## src/verilog/cpuPkg.sv

```systemverilog
`default_nettype none

package cpuPkg;

  localparam int wordWidth = 16;
  localparam int regCount = 16;

  typedef logic [wordWidth-1:0] wordT;
  typedef logic [3:0] regIndexT;

  // instruction word is {opcode, t, s, m}, four bits each
  typedef enum logic [3:0] {
    opAdd  = 4'h0,
    opSub  = 4'h1,
    opAnd  = 4'h2,
    opOr   = 4'h3,
    opXor  = 4'h4,
    opSlt  = 4'h5,
    opLi   = 4'h6,
    opLw   = 4'h7,
    opSw   = 4'h8,
    opBt   = 4'h9,
    opJr   = 4'hA,
    opInt  = 4'hB,
    opEret = 4'hC,
    opNop  = 4'hD
  } opcodeT;

  typedef enum logic [1:0] {
    memNone  = 2'd0,
    memRead  = 2'd1,
    memWrite = 2'd2
  } memControlT;

  typedef enum logic [2:0] {
    jumpNone    = 3'd0,
    jumpBranchT = 3'd1,
    jumpReg     = 3'd2,
    jumpSoftInt = 3'd3,
    jumpEret    = 3'd4
  } jumpControlT;

  // NOP with all register fields zero
  localparam wordT nopWord = {opNop, 12'h000};

endpackage

`default_nettype wire

```

## src/verilog/fetchUnit.sv

```systemverilog
`timescale 1ns/1ps
`default_nettype none

module fetchUnit #(
  parameter cpuPkg::wordT resetPc = 16'h0000
) (
  input  wire                  clk,
  input  wire                  reset,
  input  wire cpuPkg::wordT    rs,
  input  wire                  t,
  input  wire cpuPkg::jumpControlT jumpControl,
  input  wire                  interruptOccurs,
  input  wire cpuPkg::wordT    interruptPC,
  input  wire cpuPkg::wordT    BmemRead,
  output cpuPkg::wordT         IfIR,
  output cpuPkg::wordT         IfPC,
  output cpuPkg::wordT         normalNextPC,
  output cpuPkg::wordT         nextPC,
  output cpuPkg::wordT         Baddr
);

  cpuPkg::wordT incrementedPc;
  cpuPkg::wordT branchOffset;

  assign incrementedPc = IfPC + 16'd1;
  // signed s,m field of BT
  assign branchOffset = {{8{IfIR[7]}}, IfIR[7:0]};

  // jumps resolve while the instruction is still in IfIR
  always_comb begin
    case (jumpControl)
      cpuPkg::jumpBranchT: normalNextPC = t ? incrementedPc + branchOffset : incrementedPc;
      cpuPkg::jumpReg:     normalNextPC = rs;
      default:             normalNextPC = incrementedPc;
    endcase
  end

  // interrupt entry and ERET both take the PC from the interrupt unit
  assign nextPC = (interruptOccurs || jumpControl == cpuPkg::jumpEret) ? interruptPC
                                                                       : normalNextPC;
  assign Baddr = nextPC;

  always_ff @(posedge clk) begin
    if (reset) begin
      // one below resetPc so the first nextPC lands on resetPc
      IfPC <= resetPc - 16'd1;
      IfIR <= cpuPkg::nopWord;
    end else begin
      IfPC <= nextPC;
      IfIR <= BmemRead;
    end
  end

  jumpControlKnown: assert property (@(posedge clk) disable iff (reset)
    !$isunknown(jumpControl));

endmodule

`default_nettype wire

```

## src/verilog/interruptUnit.sv

```systemverilog
`timescale 1ns/1ps
`default_nettype none

module interruptUnit #(
  parameter cpuPkg::wordT vectorBase = 16'h0100
) (
  input  wire                   clk,
  input  wire                   reset,
  input  wire cpuPkg::wordT     normalNextPC,
  input  wire                   softInt,
  input  wire cpuPkg::regIndexT softIndex,
  input  wire                   eret,
  input  wire                   hwReq,
  input  wire cpuPkg::regIndexT hwIndex,
  output logic                  hwAck,
  output logic                  interruptOccurs,
  output cpuPkg::wordT          interruptPC
);

  typedef enum logic {
    ackIdle,
    ackHigh
  } ackStateT;

  ackStateT ackState;
  logic inService;
  logic softTake;
  logic hwTake;
  cpuPkg::regIndexT takenIndex;
  cpuPkg::wordT savedPc;

  assign softTake = softInt && !inService;
  // a software INT in the same cycle wins and the request stays pending
  assign hwTake = hwReq && ackState == ackIdle && !inService && !softInt;
  assign interruptOccurs = softTake || hwTake;

  assign takenIndex = softTake ? softIndex : hwIndex;
  // entry vector is base plus index times 16 and ERET gets the saved PC
  assign interruptPC = interruptOccurs ? vectorBase + {8'h00, takenIndex, 4'h0} : savedPc;

  // four-phase handshake with ack one edge behind req
  always_ff @(posedge clk) begin
    if (reset) begin
      ackState <= ackIdle;
    end else begin
      case (ackState)
        ackIdle: if (hwTake) ackState <= ackHigh;
        ackHigh: if (!hwReq) ackState <= ackIdle;
        default: ackState <= ackIdle;
      endcase
    end
  end

  assign hwAck = ackState == ackHigh;

  always_ff @(posedge clk) begin
    if (reset) begin
      inService <= 1'b0;
    end else if (interruptOccurs) begin
      inService <= 1'b1;
    end else if (eret) begin
      inService <= 1'b0;
    end
  end

  always_ff @(posedge clk) begin
    if (interruptOccurs) begin
      savedPc <= normalNextPC;
    end
  end

  // an entry puts the unit in service and blocks the next cycle
  noNestedEntry: assert property (@(posedge clk) disable iff (reset)
    interruptOccurs |=> inService && !interruptOccurs);

  ackAfterReq: assert property (@(posedge clk) disable iff (reset)
    $rose(hwAck) |-> hwReq);

endmodule

`default_nettype wire

```

## src/verilog/instructionDecoder.sv

```systemverilog
`timescale 1ns/1ps
`default_nettype none

module instructionDecoder (
  input  wire cpuPkg::wordT     IfIR,
  output cpuPkg::regIndexT      registerS,
  output cpuPkg::regIndexT      registerM,
  output cpuPkg::regIndexT      IdRegisterT,
  output logic                  IdWriteEnable,
  output cpuPkg::jumpControlT   jumpControl,
  output logic                  softInt,
  output cpuPkg::regIndexT      softIndex,
  output logic                  eret
);

  cpuPkg::opcodeT opcode;

  assign opcode = cpuPkg::opcodeT'(IfIR[15:12]);

  // fixed field positions for every class
  assign IdRegisterT = IfIR[11:8];
  // SW keeps the store value in s and the address in m
  assign registerS = IfIR[7:4];
  assign registerM = IfIR[3:0];

  // INT carries its index in m
  assign softIndex = IfIR[3:0];

  always_comb begin
    IdWriteEnable = 1'b0;
    jumpControl = cpuPkg::jumpNone;
    case (opcode)
      cpuPkg::opAdd,
      cpuPkg::opSub,
      cpuPkg::opAnd,
      cpuPkg::opOr,
      cpuPkg::opXor,
      cpuPkg::opLi,
      cpuPkg::opLw: begin
        IdWriteEnable = 1'b1;
      end
      cpuPkg::opBt: begin
        jumpControl = cpuPkg::jumpBranchT;
      end
      cpuPkg::opJr: begin
        jumpControl = cpuPkg::jumpReg;
      end
      cpuPkg::opInt: begin
        jumpControl = cpuPkg::jumpSoftInt;
      end
      cpuPkg::opEret: begin
        jumpControl = cpuPkg::jumpEret;
      end
      // SLT, SW, NOP and unused codes write no register
      default: begin
        IdWriteEnable = 1'b0;
      end
    endcase
  end

  assign softInt = opcode == cpuPkg::opInt;
  assign eret = opcode == cpuPkg::opEret;

endmodule

`default_nettype wire

```

## src/verilog/operandBypass.sv

```systemverilog
`timescale 1ns/1ps
`default_nettype none

module operandBypass (
  input  wire cpuPkg::regIndexT sourceIndex,
  input  wire cpuPkg::wordT     originValue,
  input  wire cpuPkg::regIndexT ExRegisterT,
  input  wire                   ExWriteEnable,
  input  wire cpuPkg::wordT     ExCalResult,
  input  wire cpuPkg::regIndexT MeRegisterT,
  input  wire                   MeWriteEnable,
  input  wire cpuPkg::wordT     MeCalResult,
  output cpuPkg::wordT          sourceValue
);

  logic exHit;
  logic meHit;

  assign exHit = ExWriteEnable && ExRegisterT == sourceIndex;
  assign meHit = MeWriteEnable && MeRegisterT == sourceIndex;

  // newest value first: execute, then memory, then the register file
  always_comb begin
    if (exHit) begin
      sourceValue = ExCalResult;
    end else if (meHit) begin
      sourceValue = MeCalResult;
    end else begin
      sourceValue = originValue;
    end
  end

endmodule

`default_nettype wire

```

## src/verilog/registerFile.sv

```systemverilog
`timescale 1ns/1ps
`default_nettype none

module registerFile (
  input  wire                   clk,
  input  wire                   reset,
  input  wire cpuPkg::regIndexT registerS,
  input  wire cpuPkg::regIndexT registerM,
  input  wire                   tWriteEnable,
  input  wire                   tToWrite,
  input  wire cpuPkg::regIndexT MeRegisterT,
  input  wire                   MeWriteEnable,
  input  wire cpuPkg::wordT     MeCalResult,
  output cpuPkg::wordT          originValueS,
  output cpuPkg::wordT          originValueM,
  output logic                  t,
  output logic [cpuPkg::regCount*cpuPkg::wordWidth-1:0] registerValue
);

  cpuPkg::wordT regs [cpuPkg::regCount];

  always_ff @(posedge clk) begin
    if (reset) begin
      for (int i = 0; i < cpuPkg::regCount; i++) begin
        regs[i] <= '0;
      end
      t <= 1'b0;
    end else begin
      if (MeWriteEnable) begin
        regs[MeRegisterT] <= MeCalResult;
      end
      // T updates from execute, one cycle ahead of register writeback
      if (tWriteEnable) begin
        t <= tToWrite;
      end
    end
  end

  // same-cycle writes reach decode through the bypass
  assign originValueS = regs[registerS];
  assign originValueM = regs[registerM];

  for (genvar i = 0; i < cpuPkg::regCount; i++) begin : gDump
    assign registerValue[i*cpuPkg::wordWidth +: cpuPkg::wordWidth] = regs[i];
  end

endmodule

`default_nettype wire

```

## src/verilog/executeStage.sv

```systemverilog
`timescale 1ns/1ps
`default_nettype none

module executeStage (
  input  wire                   clk,
  input  wire                   reset,
  input  wire cpuPkg::wordT     IfIR,
  input  wire cpuPkg::regIndexT IdRegisterT,
  input  wire                   IdWriteEnable,
  input  wire cpuPkg::wordT     rs,
  input  wire cpuPkg::wordT     rm,
  output cpuPkg::regIndexT      ExRegisterT,
  output logic                  ExWriteEnable,
  output cpuPkg::wordT          ExCalResult,
  output cpuPkg::wordT          ExAaddr,
  output cpuPkg::wordT          ExStoreData,
  output cpuPkg::memControlT    ExMemControl,
  output logic                  tWriteEnable,
  output logic                  tToWrite
);

  cpuPkg::wordT exIr;
  cpuPkg::wordT exRs;
  cpuPkg::wordT exRm;
  cpuPkg::opcodeT exOpcode;

  always_ff @(posedge clk) begin
    if (reset) begin
      exIr <= cpuPkg::nopWord;
      ExRegisterT <= '0;
      ExWriteEnable <= 1'b0;
    end else begin
      exIr <= IfIR;
      ExRegisterT <= IdRegisterT;
      ExWriteEnable <= IdWriteEnable;
    end
  end

  // operands already carry the bypassed values
  always_ff @(posedge clk) begin
    exRs <= rs;
    exRm <= rm;
  end

  assign exOpcode = cpuPkg::opcodeT'(exIr[15:12]);

  always_comb begin
    case (exOpcode)
      cpuPkg::opAdd: ExCalResult = exRs + exRm;
      cpuPkg::opSub: ExCalResult = exRs - exRm;
      cpuPkg::opAnd: ExCalResult = exRs & exRm;
      cpuPkg::opOr:  ExCalResult = exRs | exRm;
      cpuPkg::opXor: ExCalResult = exRs ^ exRm;
      // zero-extended s,m field
      cpuPkg::opLi:  ExCalResult = {8'h00, exIr[7:0]};
      default:       ExCalResult = '0;
    endcase
  end

  // address is rm for both LW and SW
  assign ExAaddr = exRm;
  assign ExStoreData = exRs;

  always_comb begin
    case (exOpcode)
      cpuPkg::opLw: ExMemControl = cpuPkg::memRead;
      cpuPkg::opSw: ExMemControl = cpuPkg::memWrite;
      default:      ExMemControl = cpuPkg::memNone;
    endcase
  end

  assign tWriteEnable = exOpcode == cpuPkg::opSlt;
  assign tToWrite = $signed(exRs) < $signed(exRm);

endmodule

`default_nettype wire

```

## src/verilog/memoryStage.sv

```systemverilog
`timescale 1ns/1ps
`default_nettype none

module memoryStage (
  input  wire                     clk,
  input  wire                     reset,
  input  wire cpuPkg::regIndexT   ExRegisterT,
  input  wire                     ExWriteEnable,
  input  wire cpuPkg::wordT       ExCalResult,
  input  wire cpuPkg::wordT       ExAaddr,
  input  wire cpuPkg::wordT       ExStoreData,
  input  wire cpuPkg::memControlT ExMemControl,
  input  wire cpuPkg::wordT       AmemRead,
  output cpuPkg::regIndexT        MeRegisterT,
  output logic                    MeWriteEnable,
  output cpuPkg::wordT            MeCalResult,
  output cpuPkg::wordT            MeAaddr,
  output cpuPkg::wordT            MeMemResult,
  output cpuPkg::memControlT      MeMemControl
);

  cpuPkg::wordT meAluResult;

  always_ff @(posedge clk) begin
    if (reset) begin
      MeRegisterT <= '0;
      MeWriteEnable <= 1'b0;
      MeMemControl <= cpuPkg::memNone;
    end else begin
      MeRegisterT <= ExRegisterT;
      MeWriteEnable <= ExWriteEnable;
      MeMemControl <= ExMemControl;
    end
  end

  always_ff @(posedge clk) begin
    meAluResult <= ExCalResult;
    MeAaddr <= ExAaddr;
    MeMemResult <= ExStoreData;
  end

  // port A answers in the same cycle
  assign MeCalResult = (MeMemControl == cpuPkg::memRead) ? AmemRead : meAluResult;

  // a store never also writes a register
  storeNoWriteback: assert property (@(posedge clk) disable iff (reset)
    MeMemControl == cpuPkg::memWrite |-> !MeWriteEnable);

endmodule

`default_nettype wire

```

## src/verilog/cpu.sv

```systemverilog
`timescale 1ns/1ps
`default_nettype none

module cpu #(
  parameter cpuPkg::wordT resetPc = 16'h0000,
  parameter cpuPkg::wordT vectorBase = 16'h0100
) (
  input  wire                   clk,
  input  wire                   reset,
  input  wire cpuPkg::wordT     AmemRead,
  input  wire cpuPkg::wordT     BmemRead,
  input  wire                   hwReq,
  input  wire cpuPkg::regIndexT hwIndex,
  output logic                  hwAck,
  output cpuPkg::wordT          MeAaddr,
  output cpuPkg::wordT          Baddr,
  output cpuPkg::wordT          MeMemResult,
  output cpuPkg::memControlT    MeMemControl,
  output logic [cpuPkg::regCount*cpuPkg::wordWidth-1:0] registerValue,
  output cpuPkg::wordT          nextPC
);

  // fetch and interrupt
  cpuPkg::wordT IfIR;
  cpuPkg::wordT normalNextPC;
  cpuPkg::wordT interruptPC;
  logic interruptOccurs;

  // decode
  cpuPkg::regIndexT registerS;
  cpuPkg::regIndexT registerM;
  cpuPkg::regIndexT IdRegisterT;
  logic IdWriteEnable;
  cpuPkg::jumpControlT jumpControl;
  logic softInt;
  cpuPkg::regIndexT softIndex;
  logic eret;
  cpuPkg::wordT originValueS;
  cpuPkg::wordT originValueM;
  cpuPkg::wordT rs;
  cpuPkg::wordT rm;
  logic t;

  // execute and memory
  cpuPkg::regIndexT ExRegisterT;
  logic ExWriteEnable;
  cpuPkg::wordT ExCalResult;
  cpuPkg::wordT ExAaddr;
  cpuPkg::wordT ExStoreData;
  cpuPkg::memControlT ExMemControl;
  logic tWriteEnable;
  logic tToWrite;
  cpuPkg::regIndexT MeRegisterT;
  logic MeWriteEnable;
  cpuPkg::wordT MeCalResult;

  fetchUnit #(.resetPc(resetPc)) u_fetchUnit (
    .clk(clk), .reset(reset), .rs(rs), .t(t), .jumpControl(jumpControl),
    .interruptOccurs(interruptOccurs), .interruptPC(interruptPC), .BmemRead(BmemRead),
    .IfIR(IfIR), .IfPC(), .normalNextPC(normalNextPC), .nextPC(nextPC), .Baddr(Baddr)
  );

  interruptUnit #(.vectorBase(vectorBase)) u_interruptUnit (
    .clk(clk), .reset(reset), .normalNextPC(normalNextPC), .softInt(softInt),
    .softIndex(softIndex), .eret(eret), .hwReq(hwReq), .hwIndex(hwIndex),
    .hwAck(hwAck), .interruptOccurs(interruptOccurs), .interruptPC(interruptPC)
  );

  instructionDecoder u_instructionDecoder (
    .IfIR(IfIR), .registerS(registerS), .registerM(registerM),
    .IdRegisterT(IdRegisterT), .IdWriteEnable(IdWriteEnable), .jumpControl(jumpControl),
    .softInt(softInt), .softIndex(softIndex), .eret(eret)
  );

  operandBypass u_bypassS (
    .sourceIndex(registerS), .originValue(originValueS),
    .ExRegisterT(ExRegisterT), .ExWriteEnable(ExWriteEnable), .ExCalResult(ExCalResult),
    .MeRegisterT(MeRegisterT), .MeWriteEnable(MeWriteEnable), .MeCalResult(MeCalResult),
    .sourceValue(rs)
  );

  operandBypass u_bypassM (
    .sourceIndex(registerM), .originValue(originValueM),
    .ExRegisterT(ExRegisterT), .ExWriteEnable(ExWriteEnable), .ExCalResult(ExCalResult),
    .MeRegisterT(MeRegisterT), .MeWriteEnable(MeWriteEnable), .MeCalResult(MeCalResult),
    .sourceValue(rm)
  );

  registerFile u_registerFile (
    .clk(clk), .reset(reset), .registerS(registerS), .registerM(registerM),
    .tWriteEnable(tWriteEnable), .tToWrite(tToWrite), .MeRegisterT(MeRegisterT),
    .MeWriteEnable(MeWriteEnable), .MeCalResult(MeCalResult),
    .originValueS(originValueS), .originValueM(originValueM), .t(t),
    .registerValue(registerValue)
  );

  executeStage u_executeStage (
    .clk(clk), .reset(reset), .IfIR(IfIR), .IdRegisterT(IdRegisterT),
    .IdWriteEnable(IdWriteEnable), .rs(rs), .rm(rm),
    .ExRegisterT(ExRegisterT), .ExWriteEnable(ExWriteEnable), .ExCalResult(ExCalResult),
    .ExAaddr(ExAaddr), .ExStoreData(ExStoreData), .ExMemControl(ExMemControl),
    .tWriteEnable(tWriteEnable), .tToWrite(tToWrite)
  );

  memoryStage u_memoryStage (
    .clk(clk), .reset(reset), .ExRegisterT(ExRegisterT), .ExWriteEnable(ExWriteEnable),
    .ExCalResult(ExCalResult), .ExAaddr(ExAaddr), .ExStoreData(ExStoreData),
    .ExMemControl(ExMemControl), .AmemRead(AmemRead),
    .MeRegisterT(MeRegisterT), .MeWriteEnable(MeWriteEnable), .MeCalResult(MeCalResult),
    .MeAaddr(MeAaddr), .MeMemResult(MeMemResult), .MeMemControl(MeMemControl)
  );

endmodule

`default_nettype wire

```

## config.mk

```make
export PLATFORM = sky130hd
export DESIGN_NAME = cpu
export DESIGN_NICKNAME = d
export VERILOG_FILES = /design/src/verilog/cpuPkg.sv /design/src/verilog/fetchUnit.sv /design/src/verilog/interruptUnit.sv /design/src/verilog/instructionDecoder.sv /design/src/verilog/operandBypass.sv /design/src/verilog/registerFile.sv /design/src/verilog/executeStage.sv /design/src/verilog/memoryStage.sv /design/src/verilog/cpu.sv
export SDC_FILE = /design/constraint.sdc
export NUM_CORES = 1
export LEC_CHECK = 0
export ABC_AREA = 1
export BUFFER_PORTS_ARGS = -buffer_cell sky130_fd_sc_hd__buf_2
export CAP_MARGIN = 20
export CORE_UTILIZATION = 35
export CTS_CLUSTER_SIZE = 10
export DETAILED_ROUTE_END_ITERATION = 6
export MAX_ROUTING_LAYER = met4
export PLACE_DENSITY = 0.52
export RECOVER_POWER = 50
export SLEW_MARGIN = 20
export SYNTH_ARGS = -nofsm -noshare
export SYNTH_HDL_FRONTEND = slang
export SYNTH_SLANG_ARGS = --single-unit
```

## constraint.sdc

```tcl
create_clock -name clk -period 2.95 [get_ports clk]
set_input_delay 0.295 -clock clk [delete_from_list [all_inputs] [get_ports clk]]
set_output_delay 0.295 -clock clk [all_outputs]
set_load 0.05 [all_outputs]
```

Word level (Yosys, flattened, before mapping)
Memories as Yosys holds them, arrays and structs flattened. A register that Yosys moved wholly into a read port is not among the register bits.
Index checks and enable logic that the tools add are counted.
{ "totals": {"register_bits": 159, "latch_bits": 0, "ramBits": 256, "mem_bits_ro": 0, "input_bits": 39, "n_memories": 1} }
{ "op_classes": {"n_addsub": 5, "multipliers": 0, "div_mod_pow": 0, "n_lt_le_gt_ge": 1, "n_eq_ne": 26, "n_shift": 0, "n_mux": 29, "bitwise_logic": 4, "n_reduce_logical": 17} }
{ "mem_list": {"columns": ["name", "words", "width", "read_ports", "rd_clocked_by_memory_dff", "write_ports", "line", "text"], "rows": [
  ["u_registerFile.regs", 16, 16, 18, 2, 16, "registerFile.sv:20", "cpuPkg::wordT regs [cpuPkg::regCount];"]
]} }
{ "ops": {"columns": ["cell", "n"], "rows": [
  ["$mux 16", 9],
  ["$pmux 16 s6", 1],
  ["$add 16x16->16", 2],
  ["$pmux 16 s2", 1],
  ["$eq 4x3->1 const B", 7],
  ["$eq 4x4->1 const B", 5],
  ["$add 16x1->16 const B", 1],
  ["$and 16x16->16", 1],
  ["$eq 4x2->1 const B", 4],
  ["$eq 4x4->1", 4],
  ["$lt 16x16->1", 1],
  ["$mux 4", 4],
  ["$or 16x16->16", 1],
  ["$reduce_or 16->1", 1],
  ["$sub 16x16->16", 1],
  ["$xor 16x16->16", 1],
  ["$pmux 3 s4", 1],
  ["$mux 1", 11],
  ["$add 9x8->10 const A", 1],
  ["$eq 4x1->1 const B", 2],
  ["$logic_and 1x1->1", 8],
  ["$logic_not 4->1", 2],
  ["$reduce_or 7->1", 1],
  ["$pmux 2 s2", 1],
  ["other kinds (9)", 11]
]} }

Depth between registers and ports, before layout
{ "depth": {"depth_word": 7, "mapped_depth": 24} }

Cells and area by module
From an unflattened synthesis, not the netlist that was laid out.
{ "unflattened": {"cells_unflattened": 3629, "hier_area_um2": 26136.3} }
{ "modules_own_cells": {"columns": ["module", "n_inst", "cells_per_inst", "area_per_inst_um2", "seq_area_each_um2"], "rows": [
  ["registerFile", 1, 1970, 14923.1, 7707.4],
  ["executeStage", 1, 599, 3872.5, 980.9],
  ["fetchUnit", 1, 517, 3120.5, 640.6],
  ["operandBypass", 2, 155, 883.3, 0.0],
  ["memoryStage", 1, 123, 1431.4, 1101.1],
  ["interruptUnit", 1, 79, 839.6, 520.5],
  ["instructionDecoder", 1, 31, 182.7, 0.0]
]} }

Least setup slack after synthesis
OpenSTA, ideal clock, no wires.
{ "synth_path": {"path_type": "register to output", "from": "reg u_fetchUnit.IfIR[1]", "to": "out nextPC[6]", "arrival_time_ns": 2.993, "required_ns": 2.655, "path_slack_ns": -0.338, "stages_incl_launch_ff": 19, "n_path_buf": 4, "cell_sequence": "dfxtp_1 clkbuf_1 inv_1 buf_2 buf_1 fa_1 inv_1 nand3_1 nand2_1 nand3_1 nand2_1 inv_1 or2_2 nand3_1 a21oi_1 nand2_1 o21ai_2 inv_1 buf_4"} }
{ "synth_between": {"elab_chain_cells": 4, "word_cells_on_any_way": 7, "classes_between": "add/sub (2); mux (5)"} }
{ "synth_lines": {"columns": ["element", "line", "text"], "rows": [
  ["start, declared", "fetchUnit.sv:15", "output cpuPkg::wordT IfIR,"],
  ["start signal, assigned", "fetchUnit.sv:47", "IfIR <= cpuPkg::nopWord;"],
  ["start signal, assigned", "fetchUnit.sv:50", "IfIR <= BmemRead;"],
  ["$add 16x16->16", "fetchUnit.sv:32", "cpuPkg::jumpBranchT: normalNextPC = t ? incrementedPc + branchOffset : incrementedPc;"],
  ["$mux 16", "fetchUnit.sv:32", null],
  ["$pmux 16 s2", "fetchUnit.sv:31", "case (jumpControl)"],
  ["via normalNextPC[6]", "cpu.sv:25", "cpuPkg::wordT normalNextPC;"],
  ["$mux 16", "fetchUnit.sv:39", "assign nextPC = (interruptOccurs || jumpControl == cpuPkg::jumpEret) ? interruptPC"],
  ["end, declared", "cpu.sv:20", "output cpuPkg::wordT nextPC"]
]} }
The timed path passes the listed nets, and every way through them passes these cells.

Worst setup path after layout
{ "layout_path": {"from": "reg u_fetchUnit.IfPC[0]", "to": "out nextPC[13]"} }
{ "layout_between": {"elab_chain_cells": 5} }
{ "layout_lines": {"columns": ["element", "line", "text"], "rows": [
  ["start, declared", "fetchUnit.sv:16", "output cpuPkg::wordT IfPC,"],
  ["start signal, assigned", "fetchUnit.sv:46", "IfPC <= resetPc - 16'd1;"],
  ["start signal, assigned", "fetchUnit.sv:49", "IfPC <= nextPC;"],
  ["$add 16x1->16 *", "fetchUnit.sv:25", "assign incrementedPc = IfPC + 16'd1;"],
  ["$add 16x16->16", "fetchUnit.sv:32", null],
  ["$mux 16", "fetchUnit.sv:32", null],
  ["$pmux 16 s2 *", "fetchUnit.sv:31", null],
  ["via normalNextPC[13]", "cpu.sv:25", null],
  ["$mux 16 *", "fetchUnit.sv:39", null]
]} }
Mark *: on every way through the listed nets, which the timed path passes. The rest lies on a longest branch.

==> reports/metrics.cfg <==
[cells_and_area]
proportion_of_layout_cells_with_a_drive_suffix_above_1_pct=22.3
layoutNonFillerInstCount=4446
layout.nets=3655
layout.core_utilization_pct=47.6
leading_cell_types_in_the_layout_fill_and_taps_excluded=sky130_fd_sc_hd__nor2_1, sky130_fd_sc_hd__nand2_1, sky130_fd_sc_hd__clkbuf_1
area_of_all_placed_cells_without_fillers_um2=31500
layout_commonest_cell=sky130_fd_sc_hd__nor2_1
area_growth_pct=34.0

[clocking]
htreeDepth=2
tritoncts=built
clk_root_buffer_cell=sky130_fd_sc_hd__clkbuf_16
max-clock-path-buffers=3
clk_pin_slew_worst_paths_ps=60
cts_buffer_count=51
clock_sink_total=411
clk_latency_ps=640

[synthesis]
cells_taking_the_most_area_after_synthesis=sky130_fd_sc_hd__edfxtp_1, sky130_fd_sc_hd__dfxtp_1, sky130_fd_sc_hd__nand2_1
ys_async_sr_fraction_pct=0
ys_seq_elements=411
syn_area_per_cell_um2=8.02
syn_nets=3038
netlist.top_cell.by_area=sky130_fd_sc_hd__edfxtp_1
post_synth_instance_area_um2=23500
syn_inst_count=2927
synthDominantCellAreaShare_pct=34.8
yosysWarningCount=0
netlist-cell-type-count=58
synth.yosys.seq_area_share_pct=46.6
dominantRegCellSynth=sky130_fd_sc_hd__edfxtp_1
synth_enable_flop_cells=272

[floorplan]
die_height_um=261
initial_core_utilization_pct=35.5
top_level_ports=362
dieArea_um2=68100
fp.dieW_um=261
design.core.area_um2=66100
fp-row-count=94

[detailed_routing]
ant_nets=0
first_iter_violations=2495
detail_route.wl_per_cell_um=23.9
drt_wl_total_mm=106
firstDrtPassIters=7
number_of_vias_per_cell_after_detailed_routing=5.41
drt_drc_violations_left=16
route.vias.total=24000

[pwr]
cell_internal_pwr_w=0.0127
share_comb_of_total_power_pct=35.1
switching_share_pct=36.4
max-vdd-ir-drop_mv=0.436
portion_of_total_power_attributed_to_the_clock_network_pct=30.7
power_share_of_the_sequential_group_pct=34.2
power.net_switching_w=0.00724
power_leakage_nw=12.8
power_per_cell_area_nw_per_um2=632

[critical_path]
timing.critical_path.buf_inv=4
ff2ff_setup_slack_ps=-620
critPathLaunchType=flip-flop
worst-endpoint-arrival_ps=3360
max_fanout_on_critical_path=4
timing.critical_path.required_ps=2650
crit_path_end_kind=output pin
cp_slowest_stage_delay_ps=360
critical_path.top_delay_family=simple AND/OR/NAND/NOR gates
cp_cell_sequence=ha_4, nand2_4, nor2_4, nand3_2, inv_1, or2_4, nand2_2, inv_2, ha_4, buf_6, nand4_1, nand3b_1, nand3_1, nand3_1, a21oi_1, nand2_1, nand2_2, nand2_4, buf_8
crit_type=flip-flop to output pin
cpMaxStageDelayCell=sky130_fd_sc_hd__dfxtp_4

[timing]
final-setup-viol-count=197
grt_setup_unrepaired=true
report.final.hold_viol_count=0
fin_crit_sh_pct=124
max_slew_margin_pct=-42.5
max_freq_mhz=273
final_max_slew_viol_count=76
finClkSkew_ps=34.2
setup_slack_ps=-708
worst-slew-pin-transition_ps=2140
post-route-min-period_ps=3660

[hold_path]
worstHoldPathType=primary input to flip-flop

[global_route]
first_pass_grt_wire_length_mm=151
grt_start_max_net_pins=121
first_global_vias=22600
globalRoute.totalOverflow=0
track_usage_pct=31.0
antenna_found_initial=6

[run_status]
violations=design-rule violations, max-capacitance violations, max-slew violations, negative setup slack
run_status=complete, but fails checks

[place]
post_detailed_placement_half_perimeter_wirelength_mm=78.2
worst_setup_slack_post_dpl_ps=-448
placed_area_um2=28100
placed_cells=4281
buffer_ports.inserted=361
gp_congestion=1.00

[run]
max_cap_violations=2

## kinds of logic after synthesis
| logic type | Yosys count | synth area share, % |
|---|---|---|
| simple gates | 1226 | 22.0 |
| compound gates | 673 | 16.4 |
| buf+inv | 518 | 9.96 |
| flops | 411 | 46.6 |
| fa+ha+maj | 72 | 3.93 |
| xor+xnor | 16 | 0.597 |
| mux | 11 | 0.517 |
## cell type report
type | count | area, um^2
repair buffers | 757 | 5080
repair inverters | 1 | 11.3
clock inverters | 11 | 168
diodes | 1 | 2.50
multi-input cells | 1998 | 11500
clock buffers | 79 | 1420
well taps | 864 | 1080
inverters | 324 | 1250
fillers | 6693 | 34600
flip-flops and latches | 411 | 11000
## through the flow
step | setup TNS, ps | hold slack (ps) | total power, W
after floorplan | -30.6 | 355 | 0.0103
after global placement | -9630 | 374 | 0.0125
after detailed placement | -9690 | 387 | 0.0125
after CTS | -18410 | 173 | 0.0196
after global routing | -85120 | 246 | 0.0207
final | -46560 | 197 | 0.0199
## worst min-delay path: stages
cell	delay, ps
sky130_fd_sc_hd__buf_2	80
sky130_fd_sc_hd__o21ai_0	70
sky130_fd_sc_hd__o21ai_0	190
sky130_fd_sc_hd__nand2_2	90
sky130_fd_sc_hd__nand2_1	60
## repair_timing
| item | 4_1_cts | 5_1_grt |
|---|---|---|
| endpoints found under the setup margin | 46 | 36 |
| endpoints found under the hold margin | 17 | 0 |
| pin swaps | 68 | 90 |
| setup buffers | 37 | 24 |
| resized for setup | 282 | 174 |
| hold buffers | 17 | 0 |
| cloned | 5 | 3 |
## final timing paths
kind / from / end / cells after the start
worst min register to register: u_executeStage.ExStoreData[15] / u_memoryStage.MeMemResult[15] / 0
worst min-delay path: hwIndex[3] / u_fetchUnit.IfPC[7] / 5
worst max register to register: u_fetchUnit.IfIR[0] / u_executeStage.ExAaddr[6] / 9
worst max-delay path: u_fetchUnit.IfPC[0] / nextPC[13] / 19
## sequential cells by signal (all words and copies together) (netlist names), 16 cells and up
register                    cells
u_executeStage.ExAaddr         16
u_executeStage.ExStoreData     16
u_fetchUnit.IfIR               16
u_fetchUnit.IfPC               16
u_interruptUnit.savedPc        16
u_memoryStage.MeAaddr          16
u_memoryStage.MeMemResult      16
u_memoryStage.meAluResult      16
u_registerFile.regs           256
## power groups by stage
stage / logic, W / clock network [W] / registers, W
after floorplan: 0.00286 / 0 / 0.00748
after global placement: 0.00564 / 0 / 0.00689
after detailed placement: 0.00564 / 0 / 0.00690
after CTS: 0.00664 / 0.00619 / 0.00679
after global routing: 0.00745 / 0.00640 / 0.00683
final: 0.00698 / 0.00610 / 0.00680
## routing by layer
layer	vias up	wire length (um)	global-route usage [%]
met2	1185	48100	47.8
met3	135	9410	4.81
li1	11100	-	-
met5	-	0	-
met4	0	2880	8.37
met1	11700	45600	42.2
## synthesized netlist by cell type (25+ instances only)
cell type	n
sky130_fd_sc_hd__a21oi_1	200
sky130_fd_sc_hd__buf_2	49
sky130_fd_sc_hd__buf_4	29
sky130_fd_sc_hd__buf_6	25
sky130_fd_sc_hd__clkbuf_1	87
sky130_fd_sc_hd__dfxtp_1	139
sky130_fd_sc_hd__edfxtp_1	272
sky130_fd_sc_hd__ha_1	69
sky130_fd_sc_hd__inv_1	308
sky130_fd_sc_hd__nand2_1	466
sky130_fd_sc_hd__nand3_1	222
sky130_fd_sc_hd__nor2_1	446
sky130_fd_sc_hd__o211ai_1	88
sky130_fd_sc_hd__o21ai_0	266
Note: power is estimated with default switching activity, not from simulation.
